File: src/rom_loader_pkg.sv
// ROM loader shared definitions

package rom_loader_pkg;

	// ##################################################
	// # Widths and basic types
	// ##################################################
	localparam int DL_AW  = 16;         // Host byte address
	localparam int DL_DW  = 8;          // Host data byte
	localparam int ROM_DW = 16;         // Widest ROM word
	localparam int ROM_AW = 11;         // Covers the 2 KB audio region

	typedef logic [DL_AW-1:0]  dl_addr_t;
	typedef logic [DL_DW-1:0]  dl_byte_t;
	typedef logic [ROM_DW-1:0] rom_word_t;  // Byte regions zero-extend into this
	typedef logic [ROM_AW-1:0] rom_addr_t;  // Word or byte offset inside a region

	// Host index carrying the game ROM set
	localparam logic [7:0] GAME_INDEX = 8'd0;

	// Default depth of the write request buffer
	localparam int FIFO_DEPTH_DEF = 4;

	// ##################################################
	// # Bank sizes
	// ##################################################
	localparam int PROG0_WORDS = 1024;
	localparam int PROG1_WORDS = 512;                        // Smaller second program bank
	localparam int PROG_WORDS  = PROG0_WORDS + PROG1_WORDS;  // First word of the gap
	localparam int AUDIO_BYTES = 2048;
	localparam int CHAR_BYTES  = 1024;

	// ##################################################
	// # Download address map, byte addresses
	// ##################################################
	localparam dl_addr_t PROG0_BASE = 16'h0000;
	localparam dl_addr_t PROG0_END  = dl_addr_t'(PROG0_BASE + 2 * PROG0_WORDS - 1);
	localparam dl_addr_t PROG1_BASE = dl_addr_t'(PROG0_END + 1);
	localparam dl_addr_t PROG1_END  = dl_addr_t'(PROG1_BASE + 2 * PROG1_WORDS - 1);
	localparam dl_addr_t FILL_BASE  = dl_addr_t'(PROG1_END + 1);   // Filler, no ROM behind it
	localparam dl_addr_t FILL_END   = 16'h0FFF;
	localparam dl_addr_t AUDIO_BASE = dl_addr_t'(FILL_END + 1);
	localparam dl_addr_t AUDIO_END  = dl_addr_t'(AUDIO_BASE + AUDIO_BYTES - 1);
	localparam dl_addr_t CHAR_BASE  = dl_addr_t'(AUDIO_END + 1);
	localparam dl_addr_t CHAR_END   = dl_addr_t'(CHAR_BASE + CHAR_BYTES - 1);
	// Anything above CHAR_END is ignored

	// ##################################################
	// # Regions and requests
	// ##################################################
	typedef enum logic [1:0] {
		PROG  = 2'd0,   // 16-bit program words, two banks
		AUDIO = 2'd1,   // Sound CPU bytes
		CHAR  = 2'd2    // Character tile bytes
	} rom_region_e;

	// Decoder to FIFO to banks, 29 bits
	typedef struct packed {
		rom_region_e region;
		rom_addr_t   addr;
		rom_word_t   data;
	} rom_write_t;

	// Game side read, 13 bits
	typedef struct packed {
		rom_region_e region;
		rom_addr_t   addr;
	} rom_read_t;

endpackage

File: src/write_fifo.sv
// ROM write request FIFO
`timescale 1ns/1ps

module write_fifo
	import rom_loader_pkg::*;
#(
	parameter int FIFO_DEPTH = FIFO_DEPTH_DEF   // Power of two, 2 or more
) (
	input  logic       clk_sys,
	input  logic       reset,
	input  rom_write_t in_req,
	input  logic       in_valid,
	output logic       in_ready,
	output rom_write_t out_req,
	output logic       out_valid,
	input  logic       out_ready
);

	localparam int             PTR_W      = $clog2(FIFO_DEPTH);
	localparam logic [PTR_W:0] FULL_COUNT = (PTR_W + 1)'(FIFO_DEPTH);

	rom_write_t       mem [FIFO_DEPTH];  // Circular storage
	logic [PTR_W-1:0] wr_ptr;
	logic [PTR_W-1:0] rd_ptr;
	logic [PTR_W:0]   count;             // Entries held, 0 to FIFO_DEPTH
	logic             push;
	logic             pop;

	assign in_ready  = count != FULL_COUNT;   // Low exactly while full
	assign out_valid = count != '0;
	assign out_req   = mem[rd_ptr];           // Head of queue
	assign push      = in_valid && in_ready;
	assign pop       = out_valid && out_ready;

	// ##################################################
	// # Pointers and fill level
	// ##################################################
	always_ff @(posedge clk_sys) begin
		if (reset) begin
			wr_ptr <= '0;
			rd_ptr <= '0;
			count  <= '0;
		end else begin
			if (push)
				wr_ptr <= wr_ptr + 1'b1;   // Wraps naturally
			if (pop)
				rd_ptr <= rd_ptr + 1'b1;
			case ({push, pop})
				2'b10:   count <= count + 1'b1;
				2'b01:   count <= count - 1'b1;
				default: count <= count;   // Idle or push and pop together
			endcase
		end
	end

	always_ff @(posedge clk_sys) begin
		if (push)
			mem[wr_ptr] <= in_req;
	end

	// Refused request stays offered, unchanged, while the queue is full
	a_hold_when_full: assert property (@(posedge clk_sys) disable iff (reset)
		in_valid && !in_ready |=> in_valid && $stable(in_req));

	// Fill level never overflows or wraps below zero, and tracks the pointer distance
	a_level_matches_ptrs: assert property (@(posedge clk_sys) disable iff (reset)
		(count <= FULL_COUNT) && ((wr_ptr - rd_ptr) == count[PTR_W-1:0]));

endmodule
File: config.mk
export PLATFORM = sky130hd
export DESIGN_NAME = write_fifo
export DESIGN_NICKNAME = d
export VERILOG_FILES = /design/src/rom_loader_pkg.sv /design/src/write_fifo.sv
export SDC_FILE = /design/constraint.sdc
export NUM_CORES = 1
export LEC_CHECK = 0
export BUFFER_PORTS_ARGS = -buffer_cell sky130_fd_sc_hd__buf_4
export CORE_ASPECT_RATIO = 1.5
export CORE_MARGIN = 2
export CORE_UTILIZATION = 45
export DETAILED_ROUTE_END_ITERATION = 12
export PLACE_DENSITY = 0.69
export SETUP_SLACK_MARGIN = 0.05
export SYNTH_ARGS = -nofsm -noshare
export SYNTH_HDL_FRONTEND = slang
export SYNTH_SLANG_ARGS = --single-unit
File: constraint.sdc
create_clock -name clk_sys -period 4.9 [get_ports clk_sys]
set_clock_uncertainty 0.15 [all_clocks]
set_input_delay 1.225 -clock clk_sys [delete_from_list [all_inputs] [get_ports clk_sys]]
set_output_delay 1.225 -clock clk_sys [all_outputs]
set_load 0.005 [all_outputs]
==> impl_metrics.tcl <==
set metrics [dict create \
    status "complete, no violations" \
    met2WireLength_um 4250 \
    detail_route.wl_per_cell_um 19.0 \
    rsz0062_at_grt "false" \
    clkSlewWorstSetupHoldPaths_ps 50 \
    drive_gt1_share_pct 43.1 \
    cp.arrival_ps 2230 \
    coreArea_mm2 0.0101 \
    yosys_warnings 0 \
    whs_ps 380 \
    antenna_found_initial 0 \
    cp-end-kind "output port" \
    postSynthCellCount 203 \
    synth_area_mm2 0.00467 \
    initialDrtViolationCount 144 \
    fin_ws_ps 1290 \
    start_util_pct 46.1 \
    cts_htree_levels 4 \
    reg2reg_setup_slack_ps 2710 \
    min_path_type "reg -> reg" \
    dieHeight_um 129 \
    synth_nets 242 \
    grt_max_degree 30 \
    ant_nets 0 \
    m1WireLength_um 2920 \
    fmax_mhz 277 \
    clock_latency_ps 400 \
    timing.rr.start "count[0]$_SDFFE_PP0P_" \
    synthAdderAreaFrac_pct 1.77 \
    final_common_cell "edfxtp_1" \
    drt_first_pass_iters 4 \
    muxShareOfSynthArea_pct 14.5 \
    post_cts_buffers 0 \
    n_antenna_cell 0 \
    power.density_mw_per_mm2 546 \
    synth-compound-area-share_pct 0.938 \
    core.rowCount 45 \
    syn2layout_area_growth_pct 24.4 \
    hold_buffers 0 \
    hold_viol 0 \
    vias 2135 \
    peakVddDrop_uv 372 \
    layout_common_cells "edfxtp_1, buf_4, mux4_2" \
    yosysTopAreaCellShare_pct 74.6 \
    drv_cap 0 \
    track_usage_pct 15.6 \
    synth_top_family_by_area "multiplexers" \
    io_pins 64 \
    slew_headroom_pct 44.6 \
    synth_cell_types 26 \
    place_ws_ps 1640 \
    synthTopCellsByArea "edfxtp_1, mux4_2, dfxtp_1, ha_1, nor2_1" \
    cp_cell_sequence "buf_4 > mux4_2 > buf_4" \
    ys_seq_area_share_pct 78.5 \
    start_kind "register" \
    die-width_um 87.2 \
    die_area_mm2 0.0112 \
    nets 318 \
    synth-simple-area-share_pct 1.88 \
    rr_endpoint "count[2]$_SDFFE_PP0P_" \
    clockBufferDepth 2 \
    globalplace.congestion 0.621 \
    required_ps 3520 \
    wl_met3_um 437 \
    hold_start "wr_ptr[1]$_SDFFE_PP0P_" \
    maxUsedRoutingLayer "met4" \
    slowest_delay_ps 750 \
    synth_area_per_cell_um2 23.0 \
    finalSetupViolCount 0 \
    ys_seq_elements 125 \
    slew_viol_final 0 \
    critPathMaxFanout 18 \
    grt_pass1_wl_um 12200 \
    route.detailed.drc 0 \
    crit_top_cell "buf_4" \
    worstMarginPinSlew_ps 831 \
    ff2ff_path_depth 9 \
    leakagePower_nw 2.01 \
    setup.worst_path.class "reg -> out" \
    clock_sinks 125 \
    cp-endpoint "out_req[27]" \
    synth_xor_area_share_pct 0.750 \
    fin_cells 407 \
    avgViaCountPerCell 5.25 \
    drt_wl_total_um 7740 \
    yosysTopAreaCell "edfxtp_1" \
    dpl.cell_count 377 \
    tns_ps 0 \
    grt_pass1_vias 2354 \
    period_share_pct 73.7 \
    p_total_mw 3.17 \
    io_buffers 63 \
    cts_tree "built" \
    cts_buffers 17 \
    cts-root-buf "clkbuf_16" \
    grt-ovfl-total 0 \
    cts_resized 0 \
    place_hpwl_um 4690 \
    min_period_ps 3610 \
    cp_slowest_cell "dfxtp_2" \
]
[worst max-delay path: cells and delay by family (launching register included)]
kind	cells	cell delay, ps
buffers and inverters	2	530
DFF	1	750
muxes	1	540
[stage by stage]
| stage | cell area [um2] | utilization [%] |
|---|---|---|
| finish | 5810 | 57.3 |
| global route | 5810 | 57.3 |
| CTS | 5810 | 57.3 |
| detailed placement | 5250 | 51.8 |
| global placement | 5250 | 51.8 |
| floorplan | 4670 | - |
[how the worst min path moves through the flow]
stage                                  end  cells after the start
floorplan           wr_ptr[1]$_SDFFE_PP0P_                      2
global placement    wr_ptr[1]$_SDFFE_PP0P_                      2
detailed placement                register                      2
CTS                 wr_ptr[1]$_SDFFE_PP0P_                      2
global route        wr_ptr[1]$_SDFFE_PP0P_                      2
finish              wr_ptr[1]$_SDFFE_PP0P_                      2
[cell type report]
class,instances,area [um2]
fillers,766,4330
multi-input cells,65,932
clock buffers,19,433
clock inverters,11,126
inverters,6,22.5
well taps,117,146
flip-flops and latches,125,3670
repair buffers,64,480
[power by group]
part	total (mW)	switching (mW)	internal (mW)
sequential	1.39	0.0923	1.29
combinational	0.608	0.234	0.374
clock	1.18	0.395	0.781
[flip-flops by register name, indices dropped and copies added (netlist names), named ones only]
signal	count
wr_ptr	2
rd_ptr	2
count	3
mem	116
[cell usage after synthesis]
master and number:
edfxtp_1 116, a21oi_1 2, mux4_1 1, buf_2 2, buf_12 1, inv_1 6
clkbuf_1 2, o311ai_0 1, buf_6 1, o31a_1 1, xnor2_1 1, mux2i_1 1
a21boi_2 1, nor2_1 9, nand2_1 1, dfxtp_1 9, ha_1 5, fa_1 1
buf_4 1, and2_1 4, mux2_2 1, xor2_1 3, or3_1 2, o21ai_0 1
nand2b_1 2, mux4_2 28
[cell families (layout without fill, tap and decap cells)]
family,Yosys count,after routing
buf+inv,13,100
simple gates,18,18
flops,125,125
xor+xnor,4,4
mux,31,31
fa+ha+maj,6,6
compound gates,6,6
[layer usage]
metal | vias to the layer above | GRT usage [%]
met5 | - | 0
met4 | 0 | 6.79
met3 | 13 | 6.41
met2 | 55 | 27.1
met1 | 1082 | 16.4
li1 | 985 | -
No activity file was read; power rests on OpenSTA's default activity.
