==> config.mk <==
export PLATFORM = sky130hd
export DESIGN_NAME = download_decoder
export DESIGN_NICKNAME = d
export VERILOG_FILES = /design/src/rom_loader_pkg.sv /design/src/download_decoder.sv
export SDC_FILE = /design/constraint.sdc
export NUM_CORES = 1
export LEC_CHECK = 0
export ABC_AREA = 1
export ABC_CLOCK_PERIOD_IN_PS = 2500
export BUFFER_PORTS_ARGS = -buffer_cell sky130_fd_sc_hd__buf_2
export CAP_MARGIN = 20
export CORE_MARGIN = 4
export CORE_UTILIZATION = 42
export DETAILED_ROUTE_END_ITERATION = 10
export PLACE_DENSITY_LB_ADDON = 0.05
export SETUP_SLACK_MARGIN = 0.5
export SYNTH_ARGS = -nofsm -noshare
export SYNTH_HDL_FRONTEND = slang
export SYNTH_SLANG_ARGS = --single-unit
==> constraint.sdc <==
create_clock -name clk_sys -period 2.5 [get_ports clk_sys]
set_input_delay 0.25 -clock clk_sys [delete_from_list [all_inputs] [get_ports clk_sys]]
set_output_delay 0.25 -clock clk_sys [all_outputs]
set_load 0.02 [all_outputs]
==> src/rom_loader_pkg.sv <==
// ROM loader shared definitions

package rom_loader_pkg;

	// ##################################################
	// # Widths and basic types
	// ##################################################
	localparam int DL_AW  = 16;         // Host byte address
	localparam int DL_DW  = 8;          // Host data byte
	localparam int ROM_DW = 16;         // Widest ROM word
	localparam int ROM_AW = 11;         // Covers the 2 KB audio region

	typedef logic [DL_AW-1:0]  dl_addr_t;
	typedef logic [DL_DW-1:0]  dl_byte_t;
	typedef logic [ROM_DW-1:0] rom_word_t;  // Byte regions zero-extend into this
	typedef logic [ROM_AW-1:0] rom_addr_t;  // Word or byte offset inside a region

	// Host index carrying the game ROM set
	localparam logic [7:0] GAME_INDEX = 8'd0;

	// Default depth of the write request buffer
	localparam int FIFO_DEPTH_DEF = 4;

	// ##################################################
	// # Bank sizes
	// ##################################################
	localparam int PROG0_WORDS = 1024;
	localparam int PROG1_WORDS = 512;                        // Smaller second program bank
	localparam int PROG_WORDS  = PROG0_WORDS + PROG1_WORDS;  // First word of the gap
	localparam int AUDIO_BYTES = 2048;
	localparam int CHAR_BYTES  = 1024;

	// ##################################################
	// # Download address map, byte addresses
	// ##################################################
	localparam dl_addr_t PROG0_BASE = 16'h0000;
	localparam dl_addr_t PROG0_END  = dl_addr_t'(PROG0_BASE + 2 * PROG0_WORDS - 1);
	localparam dl_addr_t PROG1_BASE = dl_addr_t'(PROG0_END + 1);
	localparam dl_addr_t PROG1_END  = dl_addr_t'(PROG1_BASE + 2 * PROG1_WORDS - 1);
	localparam dl_addr_t FILL_BASE  = dl_addr_t'(PROG1_END + 1);   // Filler, no ROM behind it
	localparam dl_addr_t FILL_END   = 16'h0FFF;
	localparam dl_addr_t AUDIO_BASE = dl_addr_t'(FILL_END + 1);
	localparam dl_addr_t AUDIO_END  = dl_addr_t'(AUDIO_BASE + AUDIO_BYTES - 1);
	localparam dl_addr_t CHAR_BASE  = dl_addr_t'(AUDIO_END + 1);
	localparam dl_addr_t CHAR_END   = dl_addr_t'(CHAR_BASE + CHAR_BYTES - 1);
	// Anything above CHAR_END is ignored

	// ##################################################
	// # Regions and requests
	// ##################################################
	typedef enum logic [1:0] {
		PROG  = 2'd0,   // 16-bit program words, two banks
		AUDIO = 2'd1,   // Sound CPU bytes
		CHAR  = 2'd2    // Character tile bytes
	} rom_region_e;

	// Decoder to FIFO to banks, 29 bits
	typedef struct packed {
		rom_region_e region;
		rom_addr_t   addr;
		rom_word_t   data;
	} rom_write_t;

	// Game side read, 13 bits
	typedef struct packed {
		rom_region_e region;
		rom_addr_t   addr;
	} rom_read_t;

endpackage

==> src/download_decoder.sv <==
// Host download decoder
`timescale 1ns/1ps

module download_decoder
	import rom_loader_pkg::*;
(
	input  logic       clk_sys,
	input  logic       reset,
	input  logic       dl_active,   // Download in progress
	input  logic       dl_wr,       // Byte strobe
	input  logic [7:0] dl_index,    // File index from host
	input  dl_addr_t   dl_addr,
	input  dl_byte_t   dl_data,
	output logic       dl_wait,     // Back-pressure to host
	output rom_write_t wr_req,
	output logic       wr_valid,
	input  logic       wr_ready
);

	logic       game_wr;    // Write that belongs to the game ROM set
	dl_byte_t   acc_byte;   // Previous game byte, high half of a program word
	dl_addr_t   prog_off;
	dl_addr_t   audio_off;
	dl_addr_t   char_off;
	logic       in_prog;
	logic       in_fill;
	logic       in_audio;
	logic       in_char;
	rom_write_t next_req;   // Request built from the current byte
	logic       next_hit;   // Current byte completes a request
	logic       take;       // Pending slot free this cycle

	assign game_wr = dl_wr && dl_active && (dl_index == GAME_INDEX);

	// ##################################################
	// # Region decode
	// ##################################################
	always_comb begin
		prog_off  = dl_addr - PROG0_BASE;
		audio_off = dl_addr - AUDIO_BASE;
		char_off  = dl_addr - CHAR_BASE;
		in_prog   = dl_addr <= PROG1_END;                           // Both program banks
		in_fill   = (dl_addr >= FILL_BASE) && (dl_addr <= FILL_END);
		in_audio  = (dl_addr >= AUDIO_BASE) && (dl_addr <= AUDIO_END);
		in_char   = (dl_addr >= CHAR_BASE) && (dl_addr <= CHAR_END);

		next_req  = '0;
		next_hit  = 1'b0;
		if (in_prog) begin
			// Word address, high byte arrived first
			next_req.region = PROG;
			next_req.addr   = prog_off[ROM_AW:1];
			next_req.data   = {acc_byte, dl_data};
			next_hit        = dl_addr[0];   // Write on the odd byte only
		end else if (in_fill) begin
			next_hit = 1'b0;                // Gap between program and audio
		end else if (in_audio) begin
			next_req.region = AUDIO;
			next_req.addr   = audio_off[ROM_AW-1:0];
			next_req.data   = {8'h00, dl_data};
			next_hit        = 1'b1;
		end else if (in_char) begin
			next_req.region = CHAR;
			next_req.addr   = char_off[ROM_AW-1:0];
			next_req.data   = {8'h00, dl_data};
			next_hit        = 1'b1;
		end
		// Unmapped space falls through with no request
	end

	// Slot frees when empty or when the FIFO takes the held request
	assign take = !wr_valid || wr_ready;

	// ##################################################
	// # Pending request
	// ##################################################
	always_ff @(posedge clk_sys) begin
		if (reset) begin
			wr_valid <= 1'b0;
		end else if (take) begin
			wr_valid <= game_wr && next_hit;
		end
	end

	always_ff @(posedge clk_sys) begin
		if (game_wr)
			acc_byte <= dl_data;    // Every game byte shifts in
		if (take && game_wr && next_hit)
			wr_req <= next_req;
	end

	// Stalled request holds the host off
	assign dl_wait = wr_valid && !wr_ready;

	// Host honours the wait, so no byte is dropped behind a stall
	a_no_wr_during_wait: assert property (@(posedge clk_sys) disable iff (reset)
		!(dl_wr && dl_wait));

endmodule

==> impl_metrics.yaml, run 1 <==
clock_network:
  cts_tree: "yes"
  cts_hold_buf: 0
  ctsLongestPathBuffers: 2
  clkSlewWorstSetupHoldPaths_ps: 70
  cts_made_buffers: 5
  htree_levels: 2
  post_cts_buffers: 0
  cts.repair.resized: 0
  ctsRootBufferMaster: "clkbuf_8"
  clock_latency_ps: 280
  clock_sinks: 38
synth:
  ys_seq_area_frac: 0.736
  synth_area_um2: 1540
  syn_area_per_cell_um2: 11.3
  synthesis.instances: 136
  ys_types: 14
  yosysWarnings: 0
  syn-num-nets: 173
  yosysTopAreaCell: "edfxtp_1"
  synth_seq_cells: 38
  yosysTopAreaCellShare: 0.723
  yosys-top-cells-area: "edfxtp_1 (72%), nand2_1 (8.8%), nor2_1 (6.3%)"
critical_path:
  crit_arrival_ps: 1380
  path_buf_inv: 2
  crit_path_end_kind: "flop"
  cp_max_fo: 29
  path_class: "input port to flop"
  crit_chain: "buf_2, nor2_2, nand3_2, nor2_1, nand2_1, nor2_4, buf_4"
  cpMaxStageDelayCell: "buf_4"
  cp.required_ps: 2450
  slowest_delay_ps: 340
  crit_family: "simple AND/OR/NAND/NOR gates"
  startpoint_type: "input port"
global_routing:
  grt_usage: 0.139
  antenna_found_initial: 0
  grt_pass1_wl_um: 4570
  gr-usage-met1: 0.162
  grt.met3_usage: 0.0519
  grt_overflow: 0
  busiest_layer: "met2"
  grt.met2_usage: 0.225
  grt_max_degree: 30
  grt_pass1_vias: 1063
floorplanning:
  core_um2: 3440
  die_h_um: 68.5
  io_pins: 68
  rows: 21
  die_x_um: 68.5
  die_area_um2: 4690
  start_util: 0.447
finish:
  fillers: 304
  seq_area_um2: 1130
  area_delta_synth_final_pct: 35.6
  layout.nets: 249
  multi_input_area_um2: 319
  layout-drive-gt1-share: 0.408
  insertedDiodeCount: 0
power_and_ir_drop:
  p_leak_uw: 0.00108
  powerDensity_nw_per_um2: 645
  ir_drop_v: 0.000283
timing:
  grt_setup_unrepaired: "false"
  finalSetupViolations: 0
  tns_ps: 0
  relSlewSlack: 0.761
  fmax_mhz: 701
  whs_ps: 107
  fin_worst_skew_ps: 3.67
  tightestPinTransition_ps: 358
  finalHoldViolCount: 0
  period_minus_slack_ps: 1430
  drv_slew: 0
  fin_crit_sh: 0.571
job:
  drv_cap: 0
route:
  first_iter_violations: 77
  drt-total-wl_um: 2900
  via_per_inst: 4.28
  drtAntennaViolNets: 0
  drtPass1Iterations: 6
  wl_per_cell_um: 11.2
  drc: 0
  via_count: 1108
placement:
  dpl.hpwl_um: 2210
  port_buffers: 67
  place_congestion: 0.738
min_path:
  hp-class: "input port to flop"
status:
  outcome: "complete, no violations"
## report_power, final
part           internal [uW]  switching (uW)
combinational           27.6            30.3
clock                    395             201
sequential               693          0.0368
total                   1120             231
## logic make-up after synthesis
| family | share of synthesized area |
|---|---|
| buffers and inverters | 0.0618 |
| and+or+nand+nor | 0.196 |
| AOI/OAI and AO/OA | 0.00650 |
| DFF | 0.736 |
## cells in the mapped netlist (all sizes together)
master and instances:
a21oi 1, dfxtp 1, nor2 29, o21ai 1
edfxtp 37, clkinv 1, inv 24, nand3 2
nand2 40
## worst reg2reg max path, stage by stage, from the launching register on
cell     delay [ps]
dfxtp_1         320
inv_1            50
nor2_1           70
nor2_4          100
buf_4           340
## per-layer routing
layer,vias to the layer above,part of all wire
met5,-,0
met4,0,0.020
met3,7,0.10
met2,51,0.49
met1,473,0.39
li1,577,-
## worst paths after layout
path | depth (start not counted) | slack [ps] | from | to
setup reg to reg | 4 | 1280 | wr_valid | wr_req[9]
hold reg to reg | 2 | 550 | acc_byte[1] | wr_req[9]
setup / recovery | 7 | 1070 | dl_addr[15] | wr_req[9]
hold / removal | 2 | 110 | reset | wr_valid
## layout make-up
cell class              instances  share of cell area
clock buffers                   5              0.0330
flip-flops and latches         38               0.542
multi-input cells              73               0.153
clock inverters                 3              0.0306
repair buffers                 69               0.168
well taps                      46              0.0276
inverters                      25              0.0456
## layout by cell type (no fill, tap or decap)
cell       instances
inv_1             23
edfxtp_1          37
dfxtp_1            1
inv_2              1
buf_2             67
o21ai_1            1
clkinv_1           1
bufinv_16          2
clkbuf_8           5
nand2_4            2
nand3_1            1
a21oi_1            1
buf_4              2
nor2_2             3
nand3_2            1
nor2_1            25
nand2_2            2
clkinv_2           1
nor2_4             1
nand2_1           36
## through the flow
| step | total power, uW | cells | instance area (um^2) | utilization | setup slack (ps) |
|---|---|---|---|---|---|
| 6_report | 1350 | 259 | 2090 | 0.606 | 1070 |
| 5_1_grt | 1400 | 259 | 2090 | 0.606 | 906 |
| 4_1_cts | 1370 | 259 | 2090 | 0.606 | 1040 |
| 3_5_place_dp | 766 | 251 | 1950 | 0.567 | 737 |
| 3_3_place_gp | 764 | 251 | 1950 | 0.567 | 815 |
| 2_1_floorplan | 728 | 136 | 1550 | - | 610 |
## registers in the layout (all words and copies together) (netlist names)
| name | cells |
|---|---|
| acc_byte | 8 |
| wr_req | 29 |
| wr_valid | 1 |
(Power assumes the default switching activity.)
==> run 2, diff against run 1 <==
ABC_CLOCK_PERIOD_IN_PS = 1220   (was 2500)
clock period = 1.22 ns   (was 2.5 ns; I/O delays follow)
==> run 2 against run 1 <==
  * Worst setup slack got worse by 920 ps
  * Wire length increased by 15%
  * Via count increased by 7.6%
  * Largest cell class unchanged
  * Total power increased by 110%
  * Non-clock buffer count increased by 9
==> impl_metrics.yaml, run 2 (synthesis gave the netlist of run 1 again) <==
floorplanning:
  rows: 21
  core_um2: 3440
  start_util: 0.447
  io_pins: 68
  die_h_um: 68.5
  die_x_um: 68.5
  die_area_um2: 4690
power_and_ir_drop:
  total_power_uw: 2840
  ir_drop_v: 0.000649
  powerDensity_nw_per_um2: 1160
  p_leak_uw: 0.00120
route:
  via_count: 1192
  drt-total-wl_um: 3330
  drtPass1Iterations: 4
  wl_per_cell_um: 12.3
  via_per_inst: 4.41
  drtAntennaViolNets: 0
  drc: 0
  first_iter_violations: 47
critical_path:
  cp.required_ps: 1100
  path_buf_inv: 2
  slowest_delay_ps: 350
  crit_chain: "inv_2, nor2_4, buf_6"
  cp_max_fo: 3
  startpoint_type: "flop"
  crit_family: "flip-flops"
  crit_arrival_ps: 950
  cpMaxStageDelayCell: "dfxtp_4"
  crit_path_end_kind: "primary output"
  path_class: "flop to primary output"
global_routing:
  grt_usage: 0.164
  grt_overflow: 0
  grt_pass1_vias: 1209
  grt_pass1_wl_um: 5420
  antenna_found_initial: 0
  grt_max_degree: 17
finish:
  layout.nets: 260
  top_regs: "wr_req: 29 flops, acc_byte: 8 flops, wr_valid: 1 flops"
  fillers: 265
  largest_reg_flops: 29
  final_common_cell: "buf_2"
  top_register: "wr_req"
  area_delta_synth_final_pct: 59.2
  insertedDiodeCount: 0
  layout_common_cells: "buf_2 (47), edfxtp_1 (37), nand2_1 (31), buf_6 (24), inv_1 (20)"
  fin_cells: 270
  layout-drive-gt1-share: 0.527
clock_network:
  cts_made_buffers: 5
  ctsLongestPathBuffers: 2
  cts_tree: "yes"
  clock_sinks: 38
  ctsRootBufferMaster: "clkbuf_8"
  clkSlewWorstSetupHoldPaths_ps: 80
  clock_latency_ps: 290
  htree_levels: 2
job:
  drv_cap: 0
timing:
  fin_worst_skew_ps: 7.97
  period_minus_slack_ps: 1070
  drv_slew: 0
  finalHoldViolCount: 0
  whs_ps: 18.3
  fmax_mhz: 935
  fin_crit_sh: 0.877
  grt_setup_unrepaired: "true"
  tightestPinTransition_ps: 187
  finalSetupViolations: 0
  relSlewSlack: 0.875
status:
  outcome: "complete, no violations"
min_path:
  hp-class: "input port to flop"
placement:
  dpl.hpwl_um: 2370
  dp_cells: 257
  port_buffers: 67
  place_congestion: 0.738
run 2: repair_timing:
action / in CTS / in global routing
hold endpoints to repair: 1 / 0
resized for setup: 25 / 32
cloned: 2 / 0
pin swaps: 5 / 4
endpoints found under the setup margin: 85 / 88
buffers inserted: 1 / 1
hold buffers: 1 / 0
run 2: power by group:
group / switching, uW / leakage [uW] / internal, uW / total (uW)
Sequential: 0.0735 / 0.000399 / 1420 / 1420
Clock: 445 / 0.0000683 / 819 / 1260
Combinational: 85.9 / 0.000734 / 78.2 / 164
run 2: worst register-to-register path: stages (launching register included):
cell	delay, ps
dfxtp_4	350
inv_2	60
nor2_4	40
nor2_4	130
buf_12	170
run 2: per-layer routing:
metal	vias up	global-route usage	part of all wire
li1	605	-	-
met1	535	0.189	0.38
met2	46	0.281	0.52
met3	6	0.0519	0.086
met4	0	0.0670	0.015
met5	-	0	0
run 2: area by class of cell:
| class | count | area [um^2] | area share |
|---|---|---|---|
| clock buffers | 5 | 68.8 | 0.0281 |
| clock inverters | 3 | 68.8 | 0.0281 |
| inverters | 25 | 98.8 | 0.0404 |
| multi-input cells | 74 | 424 | 0.173 |
| flip-flops and latches | 38 | 1130 | 0.464 |
| well taps | 46 | 57.6 | 0.0235 |
| repair buffers | 78 | 586 | 0.239 |
| repair inverters | 1 | 8.76 | 0.00358 |
run 2: path summary, 6_finish.rpt:
kind               startpoint     endpoint  slack [ps]  cells after the start
hold / removal     dl_data[1]  acc_byte[1]          20                      1
hold reg to reg   acc_byte[6]   wr_req[14]         530                      2
setup / recovery     wr_valid      dl_wait         150                      3
setup reg to reg     wr_valid   wr_req[10]         170                      4
run 2: per-stage QoR:
stage                     area [um^2]  TNS [ps]   util  setup WS (ps)
final                            2450         0  0.711            151
after global routing             2450         0  0.711           97.9
after CTS                        2340         0  0.681            148
after detailed placement         2090     -1650  0.607          -64.5
after global placement           2090      -814  0.607          -34.7
after floorplan                  1610     -7870      -           -271
==> run 3, diff against run 2 <==
ABC_AREA = not set   (was 1)
CORE_UTILIZATION = 41   (was 42)
==> run 3 against run 2 <==
  * The run now ends with negative setup slack left
  * Critical path type is now input port to flop
  * Sequential power about the same
  * Cell count fell by 14%
  * Synthesized cell count is 29% lower
  * Sequential cell count unchanged
==> impl_metrics.yaml, run 3 <==
synth:
  synth-xor-area-share: 0
  synth-compound-area-share: 0.0278
  yosysTopAreaCell: "edfxtp_1"
  yosys-top-cells-area: "edfxtp_1 (73%), mux2i_1 (6.5%), and2_2 (3.9%)"
  synth_top_family_by_area: "simple AND/OR/NAND/NOR gates"
  synthSimpleGateAreaFrac: 0.155
  synth_commonest_cells: "edfxtp_1 (37), nor2_1 (13), mux2i_1 (10), and2_1 (8), and2_2 (8)"
  syn-num-nets: 134
  synth_most_common_cell: "edfxtp_1"
  synth-main-ff-cell: "edfxtp_1"
  yosys.area_share.adder: 0
  ys_types: 22
  syn_area_per_cell_um2: 15.8
  synth_seq_cells: 38
  synthesis.instances: 97
  synthMuxAreaShare: 0.0654
  yosysTopAreaCellShare: 0.726
  ys_seq_area_frac: 0.739
  yosysWarnings: 0
  postSynth.asyncResetShare: 0
  synth_area_um2: 1530
  synth-edff-count: 37
route:
  drtPass1Iterations: 4
  dr.max_layer_used: "met4"
  via_per_inst: 4.77
  drc: 0
  drt-total-wl_um: 3510
  first_iter_violations: 43
  drtAntennaViolNets: 0
  wl_per_cell_um: 15.2
  via_count: 1102
  met2_wirelength_um: 1940
  met1Wirelength_um: 1250
  wl_met3_um: 236
global_routing:
  antenna_found_initial: 0
  grt_overflow: 0
  grt_max_degree: 13
  grt_usage: 0.144
  grt_pass1_wl_um: 5320
  grt_pass1_vias: 1135
critical_path:
  cp_max_fo: 8
  startpoint_type: "input port"
  reg2regPathDepth: 3
  path_class: "input port to flop"
  cp.required_ps: 1210
  crit_arrival_ps: 1370
  crit_path_end_kind: "flop"
placement:
  place_congestion: 0.705
  dpl.hpwl_um: 2470
  port_buffers: 67
timing:
  finalSetupViolations: 30
  tightestPinTransition_ps: 336
  finalHoldViolCount: 0
  relSlewSlack: 0.773
  grt_setup_unrepaired: "true"
  fin_worst_skew_ps: 8.26
  period_minus_slack_ps: 1380
  fin_ws_ps: -162
  tns_ps: -3930
  drv_slew: 0
  fin_crit_sh: 1.13
  fmax_mhz: 724
min_path:
  whs_path_depth: 1
  hp-class: "input port to flop"
power_and_ir_drop:
  power_frac_comb: 0.087
  switchingPower_uw: 511
  p_leak_uw: 0.00100
  powerDensity_nw_per_um2: 968
  pwr-share-clk: 0.329
  total_power_uw: 2430
  ir_drop_v: 0.000812
  switching_share: 0.210
  cell_internal_pwr_uw: 1920
  seqPwrFrac: 0.584
finish:
  insertedDiodeCount: 0
  area_delta_synth_final_pct: 63.9
  layout-drive-gt1-share: 0.654
  largest_reg_flops: 29
  top_regs: "wr_req: 29 flops, acc_byte: 8 flops, wr_valid: 1 flops"
  fillers: 254
  top_register: "wr_req"
  layout.nets: 222
  layout_common_cells: "buf_6 (44), edfxtp_1 (37), buf_2 (33), and2_4 (13), nor2_1 (10)"
  final_common_cell: "buf_6"
clock_network:
  clock_sinks: 38
  clkSlewWorstSetupHoldPaths_ps: 70
  cts_tree: "yes"
  clock_latency_ps: 280
  htree_levels: 2
  ctsLongestPathBuffers: 2
  cts_made_buffers: 5
  ctsRootBufferMaster: "clkbuf_8"
floorplanning:
  rows: 21
  io_pins: 68
  die_h_um: 69.1
  die_x_um: 69.1
  start_util: 0.441
  die_area_um2: 4770
  core_um2: 3470
status:
  violations: "negative setup slack"
  outcome: "complete, but fails checks"
job:
  drv_cap: 0
==> run 3: kinds of logic (layout without fill, tap and decap cells) <==
kind of cell / after synthesis / after routing
compound gates: 4 / 4
flops: 38 / 38
buf+inv: 4 / 92
mux: 10 / 10
simple gates: 41 / 41
==> run 3: worst paths after layout <==
| check | from | to | slack (ps) |
|---|---|---|---|
| hold / removal | dl_data[2] | acc_byte[2] | 30 |
| setup reg to reg | wr_valid | wr_req[0] | -130 |
| setup / recovery | dl_index[1] | wr_req[0] | -160 |
| hold reg to reg | acc_byte[1] | wr_req[9] | 520 |
==> run 3: metrics by stage <==
stage | instance area (um^2) | hold WS (ps) | setup WS, ps | cells | util
3_5_place_dp | 2060 | 313 | -390 | 219 | 0.594
4_1_cts | 2430 | 16.5 | -85.6 | 229 | 0.700
2_1_floorplan | 1590 | 219 | -884 | 97 | -
5_1_grt | 2510 | 21.5 | -205 | 231 | 0.723
3_3_place_gp | 2060 | 308 | -344 | 219 | 0.594
6_report | 2510 | 26.7 | -162 | 231 | 0.723
==> run 3: per-layer routing <==
layer | global-route usage | vias up
met5 | 0 | -
met4 | 0.0521 | 0
met3 | 0.0436 | 6
met2 | 0.260 | 48
met1 | 0.158 | 518
li1 | - | 530
==> run 3: power groups by stage <==
stage	sequential, uW	combinational [uW]	clock, uW
global route	1420	229	863
finish	1420	211	799
global placement	1450	155	0
floorplan	1450	67.1	0
detailed placement	1450	165	0
CTS	1420	193	818
==> run 3: critical path: stages <==
cell      delay [ps]
buf_2            100
nor4bb_1         340
nand3_2          160
nor4_4           410
buf_4            240
==> run 3: layout make-up <==
type,instances,area (um^2),area share
flip-flops and latches,38,1130,0.453
repair buffers,84,726,0.289
multi-input cells,55,504,0.201
clock buffers,5,68.8,0.0274
well taps,46,57.6,0.0230
clock inverters,2,10.0,0.00399
inverters,1,6.26,0.00250
==> run 3: timing repair <==
action / in CTS / in global routing
pin swaps: 7 / 5
hold buffers: 0 / 0
cloned: 0 / 1
setup endpoints to repair: 96 / 96
gates resized for setup: 86 / 17
setup buffers: 3 / 1
